==> src/l2c_pkg.sv <==
`default_nettype none
// ~~~~~~~~~~~~~~~~~~~~~~~~~~~~~~
// BEATS must equal 2**BEAT_W and TAG_W must fill the address above the index
// ~~~~~~~~~~~~~~~~~~~~~~~~~~~~~~

package l2c_pkg;

	// Address split is tag | index | offset
	localparam int ADDR_W   = 32;
	localparam int DATA_W   = 64;

	// One line is BEATS beats of DATA_W bits
	localparam int BEATS    = 4;
	localparam int BEAT_W   = 2;
	localparam int OFFSET_W = 5;

	// Set geometry
	localparam int NUM_SETS = 8;
	localparam int INDEX_W  = 3;
	localparam int TAG_W    = 24;

	// Associativity
	localparam int NUM_WAYS = 4;
	localparam int WAY_W    = 2;

	// Controller states
	localparam logic [2:0] ST_FREE   = 3'd0;
	// Tag compare on the latched address
	localparam logic [2:0] ST_CHECK  = 3'd1;
	// Line fill from memory
	localparam logic [2:0] ST_REFILL = 3'd2;
	// Burst back to the instruction client
	localparam logic [2:0] ST_RESP_I = 3'd3;
	// Burst back to the data client
	localparam logic [2:0] ST_RESP_D = 3'd4;
	// One cycle to drop every valid bit
	localparam logic [2:0] ST_FENCE  = 3'd5;

endpackage

`default_nettype wire

==> src/l2c_ctrl.sv <==
`default_nettype none
// ~~~~~~~~~~~~~~~~~~~~~~~~~~~~~~
// Clients hold arvalid and araddr until arready, offset bits are ignored
// A fence waits for the free state and goes ahead of new requests
// ~~~~~~~~~~~~~~~~~~~~~~~~~~~~~~

module l2c_ctrl (
	input  logic                         CLK,
	input  logic                         reset,
	input  logic [l2c_pkg::ADDR_W-1:0]   il1_araddr,
	input  logic                         il1_arvalid,
	input  logic                         il1_rready,
	input  logic [l2c_pkg::ADDR_W-1:0]   dl1_araddr,
	input  logic                         dl1_arvalid,
	input  logic                         dl1_rready,
	input  logic                         l2c_fence,
	input  logic                         mem_arready,
	input  logic [l2c_pkg::DATA_W-1:0]   mem_rdata,
	input  logic                         mem_rlast,
	input  logic                         mem_rvalid,
	input  logic                         any_hit,
	output logic                         il1_arready,
	output logic                         il1_rvalid,
	output logic                         il1_rlast,
	output logic                         dl1_arready,
	output logic                         dl1_rvalid,
	output logic                         dl1_rlast,
	output logic [l2c_pkg::ADDR_W-1:0]   mem_araddr,
	output logic                         mem_arvalid,
	output logic                         mem_rready,
	output logic [l2c_pkg::INDEX_W-1:0]  set_index,
	output logic [l2c_pkg::TAG_W-1:0]    req_tag,
	output logic                         read_en,
	output logic [l2c_pkg::BEAT_W-1:0]   read_beat,
	output logic                         refill_we,
	output logic [l2c_pkg::BEAT_W-1:0]   refill_beat,
	output logic [l2c_pkg::DATA_W-1:0]   refill_data,
	output logic                         refill_last,
	output logic                         fence_clear,
	output logic                         refill_start
);

	logic [2:0] state;
	logic [2:0] state_next;

	// Line address of the request being served
	logic [l2c_pkg::ADDR_W-l2c_pkg::OFFSET_W-1:0] req_line;
	logic                                         serve_il1;
	logic                                         fence_pending;
	logic [l2c_pkg::BEAT_W-1:0]                   resp_beat;

	logic hit_go;
	logic resp_xfer;
	logic resp_last;

	assign set_index = req_line[l2c_pkg::INDEX_W-1:0];
	assign req_tag   = req_line[l2c_pkg::ADDR_W-l2c_pkg::OFFSET_W-1 -: l2c_pkg::TAG_W];

	// Tag check result in the check state
	assign hit_go       = (state == l2c_pkg::ST_CHECK) && any_hit;
	assign refill_start = (state == l2c_pkg::ST_CHECK) && !any_hit;
	assign fence_clear  = (state == l2c_pkg::ST_FENCE);

	// Request accepted in the same cycle the hit is seen
	assign il1_arready = hit_go && serve_il1;
	assign dl1_arready = hit_go && !serve_il1;

	// Only one client can hold rvalid at a time
	assign resp_xfer = (il1_rvalid && il1_rready) || (dl1_rvalid && dl1_rready);
	// Last beat when the counter is all ones
	assign resp_last = resp_xfer && (&resp_beat);
	assign il1_rlast = il1_rvalid && (&resp_beat);
	assign dl1_rlast = dl1_rvalid && (&resp_beat);

	// Beat 0 on the hit, next beat on every transfer but the last
	assign read_en   = hit_go || (resp_xfer && !(&resp_beat));
	assign read_beat = hit_go ? '0 : resp_beat + 1'b1;

	// Memory side of the refill
	assign mem_araddr  = {req_line, {l2c_pkg::OFFSET_W{1'b0}}};
	assign refill_we   = mem_rvalid && mem_rready;
	assign refill_last = refill_we && mem_rlast;
	assign refill_data = mem_rdata;

	always_comb begin
		state_next = state;
		case (state)
			l2c_pkg::ST_FREE: begin
				if (fence_pending)
					state_next = l2c_pkg::ST_FENCE;
				else if (il1_arvalid || dl1_arvalid)
					state_next = l2c_pkg::ST_CHECK;
			end
			l2c_pkg::ST_CHECK: begin
				if (!any_hit)
					state_next = l2c_pkg::ST_REFILL;
				else if (serve_il1)
					state_next = l2c_pkg::ST_RESP_I;
				else
					state_next = l2c_pkg::ST_RESP_D;
			end
			// Back to check, which hits on the fresh line
			l2c_pkg::ST_REFILL: if (refill_last) state_next = l2c_pkg::ST_CHECK;
			l2c_pkg::ST_RESP_I: if (resp_last) state_next = l2c_pkg::ST_FREE;
			l2c_pkg::ST_RESP_D: if (resp_last) state_next = l2c_pkg::ST_FREE;
			l2c_pkg::ST_FENCE:  state_next = l2c_pkg::ST_FREE;
			default:            state_next = l2c_pkg::ST_FREE;
		endcase
	end

	always_ff @(posedge CLK) begin
		if (reset)
			state <= l2c_pkg::ST_FREE;
		else
			state <= state_next;
	end

	// Winner latched on leaving the free state, instruction first
	always_ff @(posedge CLK) begin
		if (reset)
			serve_il1 <= 1'b0;
		else if (state == l2c_pkg::ST_FREE && state_next == l2c_pkg::ST_CHECK)
			serve_il1 <= il1_arvalid;
	end

	always_ff @(posedge CLK) begin
		if (state == l2c_pkg::ST_FREE && state_next == l2c_pkg::ST_CHECK)
			req_line <= il1_arvalid ? il1_araddr[l2c_pkg::ADDR_W-1:l2c_pkg::OFFSET_W]
			                        : dl1_araddr[l2c_pkg::ADDR_W-1:l2c_pkg::OFFSET_W];
	end

	// A pulse arriving during the fence cycle stays pending
	always_ff @(posedge CLK) begin
		if (reset)
			fence_pending <= 1'b0;
		else
			fence_pending <= l2c_fence || (fence_pending && !fence_clear);
	end

	// Response beat counter
	always_ff @(posedge CLK) begin
		if (reset)
			resp_beat <= '0;
		else if (hit_go)
			resp_beat <= '0;
		else if (resp_xfer)
			resp_beat <= resp_beat + 1'b1;
	end

	// rvalid rises one cycle after arready and drops after rlast
	always_ff @(posedge CLK) begin
		if (reset) begin
			il1_rvalid <= 1'b0;
			dl1_rvalid <= 1'b0;
		end else begin
			if (il1_arready)
				il1_rvalid <= 1'b1;
			else if (il1_rvalid && il1_rready && il1_rlast)
				il1_rvalid <= 1'b0;
			if (dl1_arready)
				dl1_rvalid <= 1'b1;
			else if (dl1_rvalid && dl1_rready && dl1_rlast)
				dl1_rvalid <= 1'b0;
		end
	end

	// Address request first, then accept beats until the last
	always_ff @(posedge CLK) begin
		if (reset) begin
			mem_arvalid <= 1'b0;
			mem_rready  <= 1'b0;
			refill_beat <= '0;
		end else begin
			if (refill_start)
				mem_arvalid <= 1'b1;
			else if (mem_arready)
				mem_arvalid <= 1'b0;
			if (mem_arvalid && mem_arready)
				mem_rready <= 1'b1;
			else if (refill_last)
				mem_rready <= 1'b0;
			if (refill_start)
				refill_beat <= '0;
			else if (refill_we)
				refill_beat <= refill_beat + 1'b1;
		end
	end

	// Memory request is not withdrawn before acceptance
	a_mem_ar_hold: assert property (@(posedge CLK) disable iff (reset)
		mem_arvalid && !mem_arready |=> mem_arvalid);

	// Response beats wait for the client
	a_il1_r_hold: assert property (@(posedge CLK) disable iff (reset)
		il1_rvalid && !il1_rready |=> il1_rvalid);
	a_dl1_r_hold: assert property (@(posedge CLK) disable iff (reset)
		dl1_rvalid && !dl1_rready |=> dl1_rvalid);

endmodule

`default_nettype wire

==> config.mk <==
export PLATFORM = sky130hd
export DESIGN_NAME = l2c_ctrl
export DESIGN_NICKNAME = d
export VERILOG_FILES = /design/src/l2c_pkg.sv /design/src/l2c_ctrl.sv
export SDC_FILE = /design/constraint.sdc
export NUM_CORES = 1
export LEC_CHECK = 0
export ABC_CLOCK_PERIOD_IN_PS = 4400
export BUFFER_PORTS_ARGS = -buffer_cell sky130_fd_sc_hd__buf_2
export CELL_PAD_IN_SITES_DETAIL_PLACEMENT = 0
export CELL_PAD_IN_SITES_GLOBAL_PLACEMENT = 2
export CORE_ASPECT_RATIO = 2
export CORE_MARGIN = 2
export CORE_UTILIZATION = 17
export CTS_BUF_LIST = sky130_fd_sc_hd__clkbuf_4 sky130_fd_sc_hd__clkbuf_8 sky130_fd_sc_hd__clkbuf_16
export CTS_CLUSTER_SIZE = 14
export DETAILED_ROUTE_END_ITERATION = 7
export PLACE_DENSITY = 0.91
export SKIP_CTS_REPAIR_TIMING = 1
export SYNTH_ARGS = -nofsm -noshare
export SYNTH_HDL_FRONTEND = slang
export SYNTH_SLANG_ARGS = --single-unit
==> constraint.sdc <==
create_clock -name CLK -period 4.4 [get_ports CLK]
set_input_delay 0.44 -clock CLK [delete_from_list [all_inputs] [get_ports CLK]]
set_output_delay 0.44 -clock CLK [all_outputs]
set_load 0.01 [all_outputs]
Word level (Yosys, flattened, before mapping)

Index checks and enable logic that the tools add are counted.

Flip-flop bits (word level): 40
Output and inout bits: 140

Add/sub/neg operators: 2
Equal/unequal tests: 6
Multiplexer cells: 17
Reduce and logical (&&, ||, !) cells: 34

Operators with widths:

| operator                                                               | count |
|---|---|
| 27-bit 2-to-1 mux                                                      | 1 |
| 3-bit 2-to-1 mux                                                       | 6 |
| 1-bit logical AND                                                      | 17 |
| 3-bit one-hot mux with 4 select lines                                  | 1 |
| 1-bit 2-to-1 mux                                                       | 8 |
| 2-bit nonzero test                                                     | 4 |
| 3-bit by 1-bit equality test with 1-bit output (second input constant) | 2 |
| 3-bit by 2-bit equality test with 1-bit output (second input constant) | 2 |
| 3-bit equality test (second input constant)                            | 2 |
| 2-bit OR reduction                                                     | 3 |
| 2-bit by 1-bit adder with 2-bit output (second input constant)         | 2 |
| 1-bit logical NOT                                                      | 4 |
| 1-bit logical OR                                                       | 4 |
| 3-bit logical NOT                                                      | 1 |
| 2-bit 2-to-1 mux                                                       | 1 |
| 2-bit AND reduction                                                    | 1 |

Logic depth before layout (Yosys ltp)

Gate-level depths: netlist (run 1).

Depth after elaboration: 7
Mapped depth: 5
Mapped depth without buffers: 4

Worst setup path before layout (run 1)

No wires, ideal clock.

Kind: input -> register
Start point: input il1_arvalid
End point: register req_line[0] (netlist bit), enable pin
Arrival: 3.343 ns
Setup slack: 0.578 ns
Stages: 3
Buffers on the path: 1
Path through: buf_2 nor2_1 nor4_1

Longest elaborated chain between the ends: 6

RTL lines:

| what                                           | RTL line        | source |
|---|---|---|
| from (decl)                                    | l2c_ctrl.sv:11  | `input logic il1_arvalid,` |
| 1-bit logical OR                               | l2c_ctrl.sv:91  | `else if (il1_arvalid \|\| dl1_arvalid)` |
| 3-bit 2-to-1 mux                               | l2c_ctrl.sv:91  |  |
| 3-bit 2-to-1 mux                               | l2c_ctrl.sv:89  | `if (fence_pending)` |
| 3-bit one-hot mux with 4 select lines          | l2c_ctrl.sv:87  | `case (state)` |
| 3-bit by 1-bit equality test with 1-bit output | l2c_ctrl.sv:127 | `if (state == l2c_pkg::ST_FREE && state_next == l2c_pkg::ST_CHECK)` |
| 1-bit logical AND                              | l2c_ctrl.sv:127 |  |
| to (signal assigned)                           | l2c_ctrl.sv:128 | `req_line <= il1_arvalid ? il1_araddr[l2c_pkg::ADDR_W-1:l2c_pkg::OFFSET_W]` |
| to (decl)                                      | l2c_ctrl.sv:47  | `logic [l2c_pkg::ADDR_W-l2c_pkg::OFFSET_W-1:0] req_line;` |

No other way between the ends.
A chain may end at the register's enable or synchronous reset.

Worst setup path in the final report (run 1)

Start point: register state[2]
End point: output dl1_arready

Longest elaborated chain between the ends: 3

RTL lines:

| what                                           | RTL line        | source |
|---|---|---|
| from (decl)                                    | l2c_ctrl.sv:43  | `logic [2:0] state;` |
| from (signal assigned)                         | l2c_ctrl.sv:113 | `state <= l2c_pkg::ST_FREE;` |
| from (signal assigned)                         | l2c_ctrl.sv:115 | `state <= state_next;` |
| 3-bit by 1-bit equality test with 1-bit output | l2c_ctrl.sv:60  | `assign hit_go = (state == l2c_pkg::ST_CHECK) && any_hit;` |
| 1-bit logical AND                              | l2c_ctrl.sv:60  |  |
| 1-bit logical AND                              | l2c_ctrl.sv:66  | `assign dl1_arready = hit_go && !serve_il1;` |
| to (decl)                                      | l2c_ctrl.sv:25  | `output logic dl1_arready,` |

No other way between the ends.

==> results of run 1 <==
[state kept, by name (all words and copies together), names as in the netlist]
register and flops:
fence_pending 1, refill_beat 2, dl1_rvalid 1, mem_rready 1
serve_il1 1, il1_rvalid 1, mem_arvalid 1, resp_beat 2
state 3, req_line 27
[cells in the mapped netlist, drive strengths merged, types with 2 or more instances]
cell    count  area share
nand2b      2      0.0049
xnor2       2      0.0069
a22oi       2      0.0059
and2        4       0.011
nor2        6      0.0088
dfxtp      13        0.10
mux2       27        0.12
a211oi      2      0.0079
nor4        2      0.0049
inv         6      0.0088
nand3       2      0.0039
nand2       4      0.0059
nor2b       2      0.0049
a311o       2      0.0083
a21oi       5      0.0098
nor3        5       0.012
edfxtp     27        0.32
buf       103        0.30
[cells in the final DEF, fill, tap and decap left out, drive strengths merged, types with 2 or more instances in the layout]
cell	synthesis	layout
a22oi	2	2
nor4	2	2
xnor2	2	2
inv	6	7
conb	1	5
buf	103	137
and2	4	4
clkbuf	0	6
nor2	6	6
nand2	4	4
a211oi	2	2
nand3	2	2
a311o	2	2
nand2b	2	2
nor2b	2	2
edfxtp	27	27
nor3	5	5
mux2	27	27
a21oi	5	5
dfxtp	13	13
[power by group through the flow]
| stage | combinational (W) | sequential, W | clock, W |
|---|---|---|---|
| floorplan | 0.000247 | 0.000533 | 0 |
| global placement | 0.000303 | 0.000517 | 0 |
| detailed placement | 0.000304 | 0.000521 | 0 |
| CTS | 0.000305 | 0.000513 | 0.000429 |
| global route | 0.000326 | 0.000519 | 0.000447 |
| finish | 0.000295 | 0.000512 | 0.000406 |
[per-layer routing]
metal | up-vias | wire length (um)
met4 | 0 | 499
met2 | 123 | 4370
li1 | 779 | -
met5 | - | 0
met3 | 52 | 1430
met1 | 790 | 2280
[path summary, 6_finish.rpt]
check	from	end	cells after the start
setup / recovery	state[2]$_SDFF_PP0_	dl1_arready	5
hold / removal	l2c_fence	fence_pending$_SDFF_PP0_	3
setup reg to reg	state[1]$_SDFF_PP0_	req_line[19]$_DFFE_PP_	3
hold reg to reg	dl1_rvalid$_SDFFE_PP0P_	dl1_rvalid$_SDFFE_PP0P_	2
[cells by family after synthesis]
logic type | after synthesis | share of synthesized area
and+or+nand+nor | 33 | 0.0732
buffers and inverters | 109 | 0.310
adders and majority gates | 1 | 0.00491
xor gates and xnor gates | 3 | 0.0103
muxes | 28 | 0.123
other | 1 | 0.00147
AOI/OAI and AO/OA | 17 | 0.0565
DFF | 40 | 0.420
[critical path: cells and delay by family, from the launching register on]
kind	cells	cell delay, ns
buf+inv	3	0.39
simple gates	2	0.42
flops	1	0.42
[metrics by stage]
stage,total power (W),utilization,worst slack (ns)
global placement,0.000820,0.186,2.14
detailed placement,0.000825,0.186,2.10
finish,0.00121,0.197,2.45
global route,0.00129,0.197,2.29
floorplan,0.000779,-,0.578
CTS,0.00125,0.197,2.42
[final cells by class]
type | count | area (um^2)
clock buffer | 6 | 150
tap | 195 | 244
fill | 1646 | 11800
clock inverter | 2 | 11.3
timing repair buffer | 137 | 691
multi-input combinational | 87 | 708
inverter | 6 | 22.5
sequential | 40 | 1070
==> qor.yml, run 1 <==
drt:
  drtIter0Drc: 39
  vias: 1744
  routedWlPerCell_um: 18.1
  drt_pass1_iterations: 4
  routed_wl_um: 8570
  ant_nets: 0
  vias_per_cell: 3.69
  drcViolationCount: 0
global_routing:
  met2_usage: 0.175
  grt-ovfl-total: 0
  gr-usage-met3: 0.0711
  antenna_found_initial: 0
  track_usage: 0.103
  first_global_vias: 1751
  grt_pass1_wl_um: 11600
  grt_use_met1: 0.0804
  busiest_layer: "met2"
  grt_max_degree: 31
power_and_ir_drop:
  power_frac_seq: 0.422
  power.switching_w: 0.000370
  ir_drop_uv: 130
  power_leakage_nw: 1.28
  switching_share: 0.305
  combPwrFrac: 0.243
  powerDensity_mw_per_mm2: 419
  p_int_w: 0.000843
  p_clk_frac: 0.335
die:
  floorplan.initialDensity: 0.173
  die_w_um: 90.6
  ios: 279
  die_y_um: 177
  dieArea_mm2: 0.0160
  core_area_mm2: 0.0147
  fp-row-count: 63
clock_network:
  clk_latency_ns: 0.29
  htree_levels: 2
  clkSinkCount: 40
  cts_buffers: 5
  cts_tree: "built"
  clk_pin_slew_ns: 0.06
  clockRootBuffer: "clkbuf_16"
  cts_max_path_buffers: 2
synthesis:
  yosys_register_bits: 40
  netlist_area_mm2: 0.00255
  synth_edf_count: 27
  ys_seq_area_frac: 0.420
  syn_area_per_cell_um2: 11.0
  synthCells: 232
  synth.distinct_cells: 42
  yosys_most_used_dff: "edfxtp_1"
  ys_async_sr_fraction: 0
  yosys_warnings: 0
sta:
  worst_pin_slew_ns: 0.739
  slew-limit-headroom: 0.507
  finalSetupTns_ns: 0
  setup_viol: 0
  finalCritPeriodShare: 0.443
  skew_ns: 0.00651
  finalHoldViolCount: 0
  slew_viol_final: 0
  whs_ns: 0.358
  period_needed_ns: 1.95
  fmax_ghz: 0.513
  rsz0062_at_grt: "false"
worst_setup_path:
  startpoint_type: "flop"
  path_class: "flop to primary output"
  cp_max_fo: 10
  rrSetupSlack_ns: 2.80
  max_stage_delay_ns: 0.42
  critPathRequiredTime_ns: 3.96
  cp.arrival_ns: 1.51
  cp_slowest_cell: "dfxtp_1"
  path_cells: "nor4bb_1 > buf_4 > nand2b_1 > inv_1 > buf_2"
  cp-end-kind: "primary output"
run_status:
  status: "completed"
flow_run:
  max_cap_viol_count: 0
final_layout:
  fin_cells: 473
  num_antenna_cells: 0
  drive_above_1_share: 0.651
  nets: 417
  syn2layout_area_growth_pct: 13.8
  post-route-cell-area_mm2: 0.00290
hold_path:
  hold_class: "input port to flop"
placement:
  numPortBuffers: 135
  placed_area_mm2: 0.00274
  dp.cells: 465
  hpwl_um: 7160
  gp_congestion: 0.738
(Power assumes the default switching activity.)
==> inputs of run 2 (changes only) <==
--- a/config.mk
+++ b/config.mk
@@ -5,7 +5,7 @@
 export SDC_FILE = /design/constraint.sdc
 export NUM_CORES = 1
 export LEC_CHECK = 0
-export ABC_CLOCK_PERIOD_IN_PS = 4400
+export ABC_CLOCK_PERIOD_IN_PS = 1900
 export BUFFER_PORTS_ARGS = -buffer_cell sky130_fd_sc_hd__buf_2
 export CELL_PAD_IN_SITES_DETAIL_PLACEMENT = 0
 export CELL_PAD_IN_SITES_GLOBAL_PLACEMENT = 2
==> constraint.sdc (replaced) <==
create_clock -name CLK -period 1.9 [get_ports CLK]
set_input_delay 0.19 -clock CLK [delete_from_list [all_inputs] [get_ports CLK]]
set_output_delay 0.19 -clock CLK [all_outputs]
set_load 0.01 [all_outputs]
==> run 2 against run 1 <==
Worst setup slack worse by 2.3 ns. Sequential power up 130%. Sequential share of layout area fell by 0.43 points. Clock power is 110% higher. Critical path type unchanged. Largest power group unchanged.
==> qor.yml, run 2 (synthesis gave the netlist of run 1 again) <==
worst_setup_path:
  cp-end-kind: "primary output"  # unchanged
  r2r_cells: 3  # unchanged
  path_class: "flop to primary output"  # unchanged
  startpoint_type: "flop"  # unchanged
  rrSetupSlack_ns: 0.44  # was 2.80 ns
  cp.arrival_ns: 1.61  # was 1.51 ns
  critPathRequiredTime_ns: 1.71  # was 3.96 ns
  r2r-start: "state[1]$_SDFF_PP0_"  # unchanged
  r2r-end: "req_line[19]$_DFFE_PP_"  # unchanged
  cp_max_fo: 9  # was 10
  crit_start: "state[1]$_SDFF_PP0_"  # was state[2]$_SDFF_PP0_
run_status:
  status: "completed"  # unchanged
drt:
  drt_pass1_iterations: 4  # unchanged
  vias: 1747  # was 1,744
  drtIter0Drc: 50  # was 39
  drcViolationCount: 0  # unchanged
  routedWlPerCell_um: 19.0  # was 18.1 um
  routed_wl_um: 9030  # was 8570 um
  vias_per_cell: 3.67  # was 3.69
  ant_nets: 0  # unchanged
final_layout:
  nets: 420  # was 417
  final_cell_mix: "buf_2, mux2_2, edfxtp_1, dfxtp_1, nor2_1"  # was buf_2, mux2_2, edfxtp_1, dfxtp_1
  largest_register: "req_line"  # unchanged
  fin_util: 0.199  # was 0.197
  syn2layout_area_growth_pct: 15.1  # was 13.8%
  largest_reg_flops: 27  # unchanged
  num_antenna_cells: 0  # unchanged
  drive_above_1_share: 0.658  # was 0.651
  final_common_cell: "buf_2"  # unchanged
  fin_cells: 476  # was 473
  post-route-cell-area_mm2: 0.00293  # was 0.00290 mm^2
  multiInputGateArea_um2: 719  # was 708 um^2
  reg_top3: "req_line x27, state x3"  # unchanged
  fillerInstances: 1648  # was 1,646
  regArea_mm2: 0.00107  # unchanged
power_and_ir_drop:
  powerDensity_mw_per_mm2: 949  # was 419 mW/mm^2
  ir_drop_uv: 290  # was 130 uV
  power_leakage_nw: 1.30  # was 1.28 nW
sta:
  finalHoldViolCount: 0  # unchanged
  slew_viol_final: 0  # unchanged
  period_needed_ns: 1.80
  finalSetupTns_ns: 0  # unchanged
  setup_viol: 0  # unchanged
  fmax_ghz: 0.556
  skew_ns: 0.00371  # was 0.00651 ns
  finalCritPeriodShare: 0.946
  rsz0062_at_grt: "false"  # unchanged
placement:
  placed_area_mm2: 0.00278  # was 0.00274 mm^2
  numPortBuffers: 135  # unchanged
  gp_congestion: 0.801  # was 0.738
  hpwl_um: 7660  # was 7160 um
  dp.cells: 468  # was 465
flow_run:
  max_cap_viol_count: 0  # unchanged
global_routing:
  track_usage: 0.108  # was 0.103
  antenna_found_initial: 0  # unchanged
  grt-ovfl-total: 0  # unchanged
  grt_pass1_wl_um: 12000  # was 11,600 um
  grt_max_degree: 28  # was 31
  first_global_vias: 1824  # was 1,751
die:
  fp-row-count: 63  # unchanged
  ios: 279  # unchanged
  core_area_mm2: 0.0147  # unchanged
  die_w_um: 90.6  # unchanged
  dieArea_mm2: 0.0160  # unchanged
  floorplan.initialDensity: 0.173  # unchanged
  die_y_um: 177  # unchanged
hold_path:
  hold_class: "input port to flop"  # unchanged
  hold_path_end: "fence_pending$_SDFF_PP0_"  # unchanged
  worstHoldStart: "l2c_fence"  # unchanged
  hold_depth: 3  # unchanged
clock_network:
  cts_buffers: 5  # unchanged
  clkSinkCount: 40  # unchanged
  cts_max_path_buffers: 2  # unchanged
  clockRootBuffer: "clkbuf_16"  # unchanged
  clk_pin_slew_ns: 0.06  # about the same
  cts_tree: "built"  # unchanged
  clk_latency_ns: 0.29  # about the same
  htree_levels: 2  # unchanged
==> run 2: cell count changes in the layout (fill, tap and decap cells not counted), sizes merged <==
cell / change
buf: +3
clkinv: +1
inv: -1
==> run 2: worst max-delay path, cell delays in order, from the launching register on <==
cell      delay [ns]
dfxtp_1         0.41
nor4bb_1        0.42
buf_4           0.22
and2_4          0.15
buf_2           0.12
==> run 2: worst max-delay path by stage <==
stage,cells past startpoint,endpoint,slack [ns]
detailed placement,3,req_line[23]$_DFFE_PP_,0.44
global placement,4,il1_arready,0.45
CTS,4,il1_arready,0.11
finish,4,il1_arready,0.10
global route,4,il1_arready,0.02
floorplan,3,req_line[0]$_DFFE_PP_,-0.06
==> run 2: per-layer routing <==
metal | up-vias | routed length [um] | GRT usage
met2 | 120 | 4470 | 0.181
met3 | 61 | 1600 | 0.0792
met4 | 0 | 732 | 0.0974
li1 | 791 | - | -
met1 | 775 | 2230 | 0.0771
met5 | - | 0 | 0
==> run 2: through the flow <==
step / setup slack (ns) / hold slack (ns) / power (W)
after floorplan: -0.0649 / 0.267 / 0.00182
after global placement: 0.454 / 0.380 / 0.00193
after detailed placement: 0.435 / 0.380 / 0.00195
after CTS: 0.112 / 0.0951 / 0.00287
after global routing: 0.0163 / 0.135 / 0.00295
final: 0.102 / 0.109 / 0.00278
==> run 2: area by class of cell <==
cell class                 count  share of cell area
clock buffer                   6              0.0474
sequential                    40               0.365
tap                          195              0.0832
clock inverter                 2             0.00341
inverter                       6             0.00768
timing repair buffer         140               0.248
multi-input combinational     87               0.245
==> run 2: report_power, final <==
part / switching, W / internal [W]
clock: 0.000352 / 0.000518
sequential: 0.0000863 / 0.00109
combinational: 0.000406 / 0.000327
total: 0.000844 / 0.00194
==> inputs of run 3 (changes only) <==
--- a/config.mk
+++ b/config.mk
@@ -9,7 +9,6 @@
 export BUFFER_PORTS_ARGS = -buffer_cell sky130_fd_sc_hd__buf_2
 export CELL_PAD_IN_SITES_DETAIL_PLACEMENT = 0
 export CELL_PAD_IN_SITES_GLOBAL_PLACEMENT = 2
-export CORE_ASPECT_RATIO = 2
 export CORE_MARGIN = 2
 export CORE_UTILIZATION = 17
 export CTS_BUF_LIST = sky130_fd_sc_hd__clkbuf_4 sky130_fd_sc_hd__clkbuf_8 sky130_fd_sc_hd__clkbuf_16
==> run 3 against run 2 <==
Sequential share of layout area shrank 0.19 points. Clock-buffer cell count shrank 1. Global-route usage shrank 3.7 points. Clock skew shrank 0.0012 ns. Clock power grew 23%. Die area shrank 0.37%. Utilization grew 0.31 points. Register-to-register slack gained 0.03 ns. Combinational power shrank 6.7%. Flip-flop and latch count is the same. Critical path type unchanged.
==> qor.yml, run 3 (synthesis gave the netlist of run 1 again) <==
final_layout:
  drive_above_1_share: 0.656  # was 0.658
  largest_reg_flops: 27  # unchanged
  final_cell_mix: "buf_2, mux2_2, edfxtp_1, dfxtp_1, nor2_1"  # unchanged
  nets: 419  # was 420
  post-route-cell-area_mm2: 0.00295  # was 0.00293 mm^2
  fin_cells: 463  # was 476
  largest_register: "req_line"  # unchanged
  fillerInstances: 1583  # was 1,648
  num_antenna_cells: 0  # unchanged
  final_common_cell: "buf_2"  # unchanged
  reg_top3: "req_line x27, state x3"  # unchanged
  syn2layout_area_growth_pct: 15.7  # was 15.1%
global_routing:
  first_global_vias: 1589  # was 1,824
  grt_pass1_wl_um: 8490  # was 12,000 um
  grt_max_degree: 28  # unchanged
  grt-ovfl-total: 0  # unchanged
  track_usage: 0.0706  # was 0.108
  antenna_found_initial: 0  # unchanged
worst_setup_path:
  cp.arrival_ns: 1.57  # was 1.61 ns
  path_class: "flop to primary output"  # unchanged
  path_cells: "nor4bb_1 > buf_4 > nand2b_1 > inv_1 > buf_2"  # was nor4bb_1 > buf_4 > and2_4 > buf_2
  startpoint_type: "flop"  # unchanged
  cp_slowest_cell: "dfxtp_1"  # was nor4bb_1
  cp-end-kind: "primary output"  # unchanged
  critPathRequiredTime_ns: 1.71  # about the same
  max_stage_delay_ns: 0.41  # was 0.42 ns
  cp_max_fo: 10  # was 9
power_and_ir_drop:
  fin_total_pwr_w: 0.00294  # was 0.00278 W
  ir_drop_uv: 364  # was 290 uV
  powerDensity_mw_per_mm2: 998  # was 949 mW/mm^2
  power_leakage_nw: 1.31  # was 1.30 nW
drt:
  drcViolationCount: 0  # unchanged
  vias: 1678  # was 1,747
  drt_pass1_iterations: 4  # unchanged
  routed_wl_um: 5760  # was 9030 um
  drtIter0Drc: 45  # was 50
  wl_met1_um: 2260  # was 2230 um
  vias_per_cell: 3.62  # was 3.67
  top_layer: "met4"  # unchanged
  wl_met3_um: 717  # was 1600 um
  routedWlPerCell_um: 12.4  # was 19.0 um
  wl_met2_um: 2640  # was 4470 um
  ant_nets: 0  # unchanged
die:
  dieArea_mm2: 0.0160  # about the same
  ios: 279  # unchanged
  core_area_mm2: 0.0146  # was 0.0147 mm^2
  die_w_um: 126  # was 90.6 um
  floorplan.initialDensity: 0.175  # was 0.173
  fp-row-count: 44  # was 63
  die_y_um: 126  # was 177 um
sta:
  period_needed_ns: 1.76  # was 1.80 ns
  skew_ns: 0.00251  # was 0.00371 ns
  fmax_ghz: 0.567  # was 0.556 GHz
  slew-limit-headroom: 0.683
  slew_viol_final: 0  # unchanged
  worst_pin_slew_ns: 0.463
  rsz0062_at_grt: "false"  # unchanged
  setup_viol: 0  # unchanged
  finalCritPeriodShare: 0.928  # was 0.946
  finalHoldViolCount: 0  # unchanged
hold_path:
  hold_class: "input port to flop"  # unchanged
clock_network:
  htree_levels: 2  # unchanged
  clockRootBuffer: "clkbuf_16"  # unchanged
  cts_buffers: 5  # unchanged
  cts_max_path_buffers: 2  # unchanged
  cts_tree: "built"  # unchanged
  clkSinkCount: 40  # unchanged
  clk_pin_slew_ns: 0.05  # was 0.06 ns
  clk_latency_ns: 0.29  # about the same
run_status:
  status: "completed"  # unchanged
placement:
  placed_area_mm2: 0.00276  # was 0.00278 mm^2
  dp.cells: 456  # was 468
  hpwl_um: 4700  # was 7660 um
  numPortBuffers: 135  # unchanged
  gp_congestion: 0.779  # was 0.801
flow_run:
  max_cap_viol_count: 0  # unchanged
==> run 3: cell types whose count changed in the layout (fill, tap and decap cells not counted), sizes merged <==
cell    change
buf         -1
bufinv      +2
clkbuf      -1
clkinv      -2
==> run 3: final timing paths <==
| kind | from | to | slack (ns) | cells after the start |
|---|---|---|---|---|
| worst max-delay path | state[2]$_SDFF_PP0_ | dl1_arready | 0.14 | 5 |
| worst min-delay path | l2c_fence | fence_pending$_SDFF_PP0_ | 0.11 | 3 |
| worst max register to register | state[1]$_SDFF_PP0_ | req_line[20]$_DFFE_PP_ | 0.47 | 3 |
| worst min register to register | dl1_rvalid$_SDFFE_PP0P_ | dl1_rvalid$_SDFFE_PP0P_ | 0.51 | 2 |
==> run 3: where the power goes <==
part | switching (W) | internal [W] | leakage [nW]
logic | 0.000363 | 0.000321 | 0.855
registers | 0.0000900 | 0.00109 | 0.361
clock network | 0.000329 | 0.000745 | 0.0899
==> run 3: stage by stage <==
stage / hold slack, ns / setup TNS (ns) / util / setup WS [ns]
global placement: 0.380 / 0 / 0.189 / 0.481
floorplan: 0.267 / -1.75 / - / -0.0649
CTS: 0.106 / 0 / 0.202 / 0.140
global route: 0.145 / 0 / 0.202 / 0.00355
detailed placement: 0.380 / 0 / 0.189 / 0.472
finish: 0.112 / 0 / 0.202 / 0.136
==> run 3: critical path, delay by kind of cell (launching register included) <==
family                 cells  cell delay, ns
buffers and inverters      3            0.41
and+or+nand+nor            2            0.46
DFF                        1            0.41
==> run 3: final cells by class <==
class	count	area (um^2)	area share
Clock buffer	5	125	0.0425
Timing Repair Buffer	139	718	0.244
Clock inverter	2	60.1	0.0204
Sequential cell	40	1070	0.363
Tap cell	184	230	0.0781
Inverter	6	22.5	0.00764
Multi-Input combinational cell	87	719	0.244
==> run 3: layer usage <==
layer,up-vias,global-route usage
li1,783,-
met1,746,0.0750
met2,121,0.116
met3,28,0.0278
met4,0,0.0459
met5,-,0
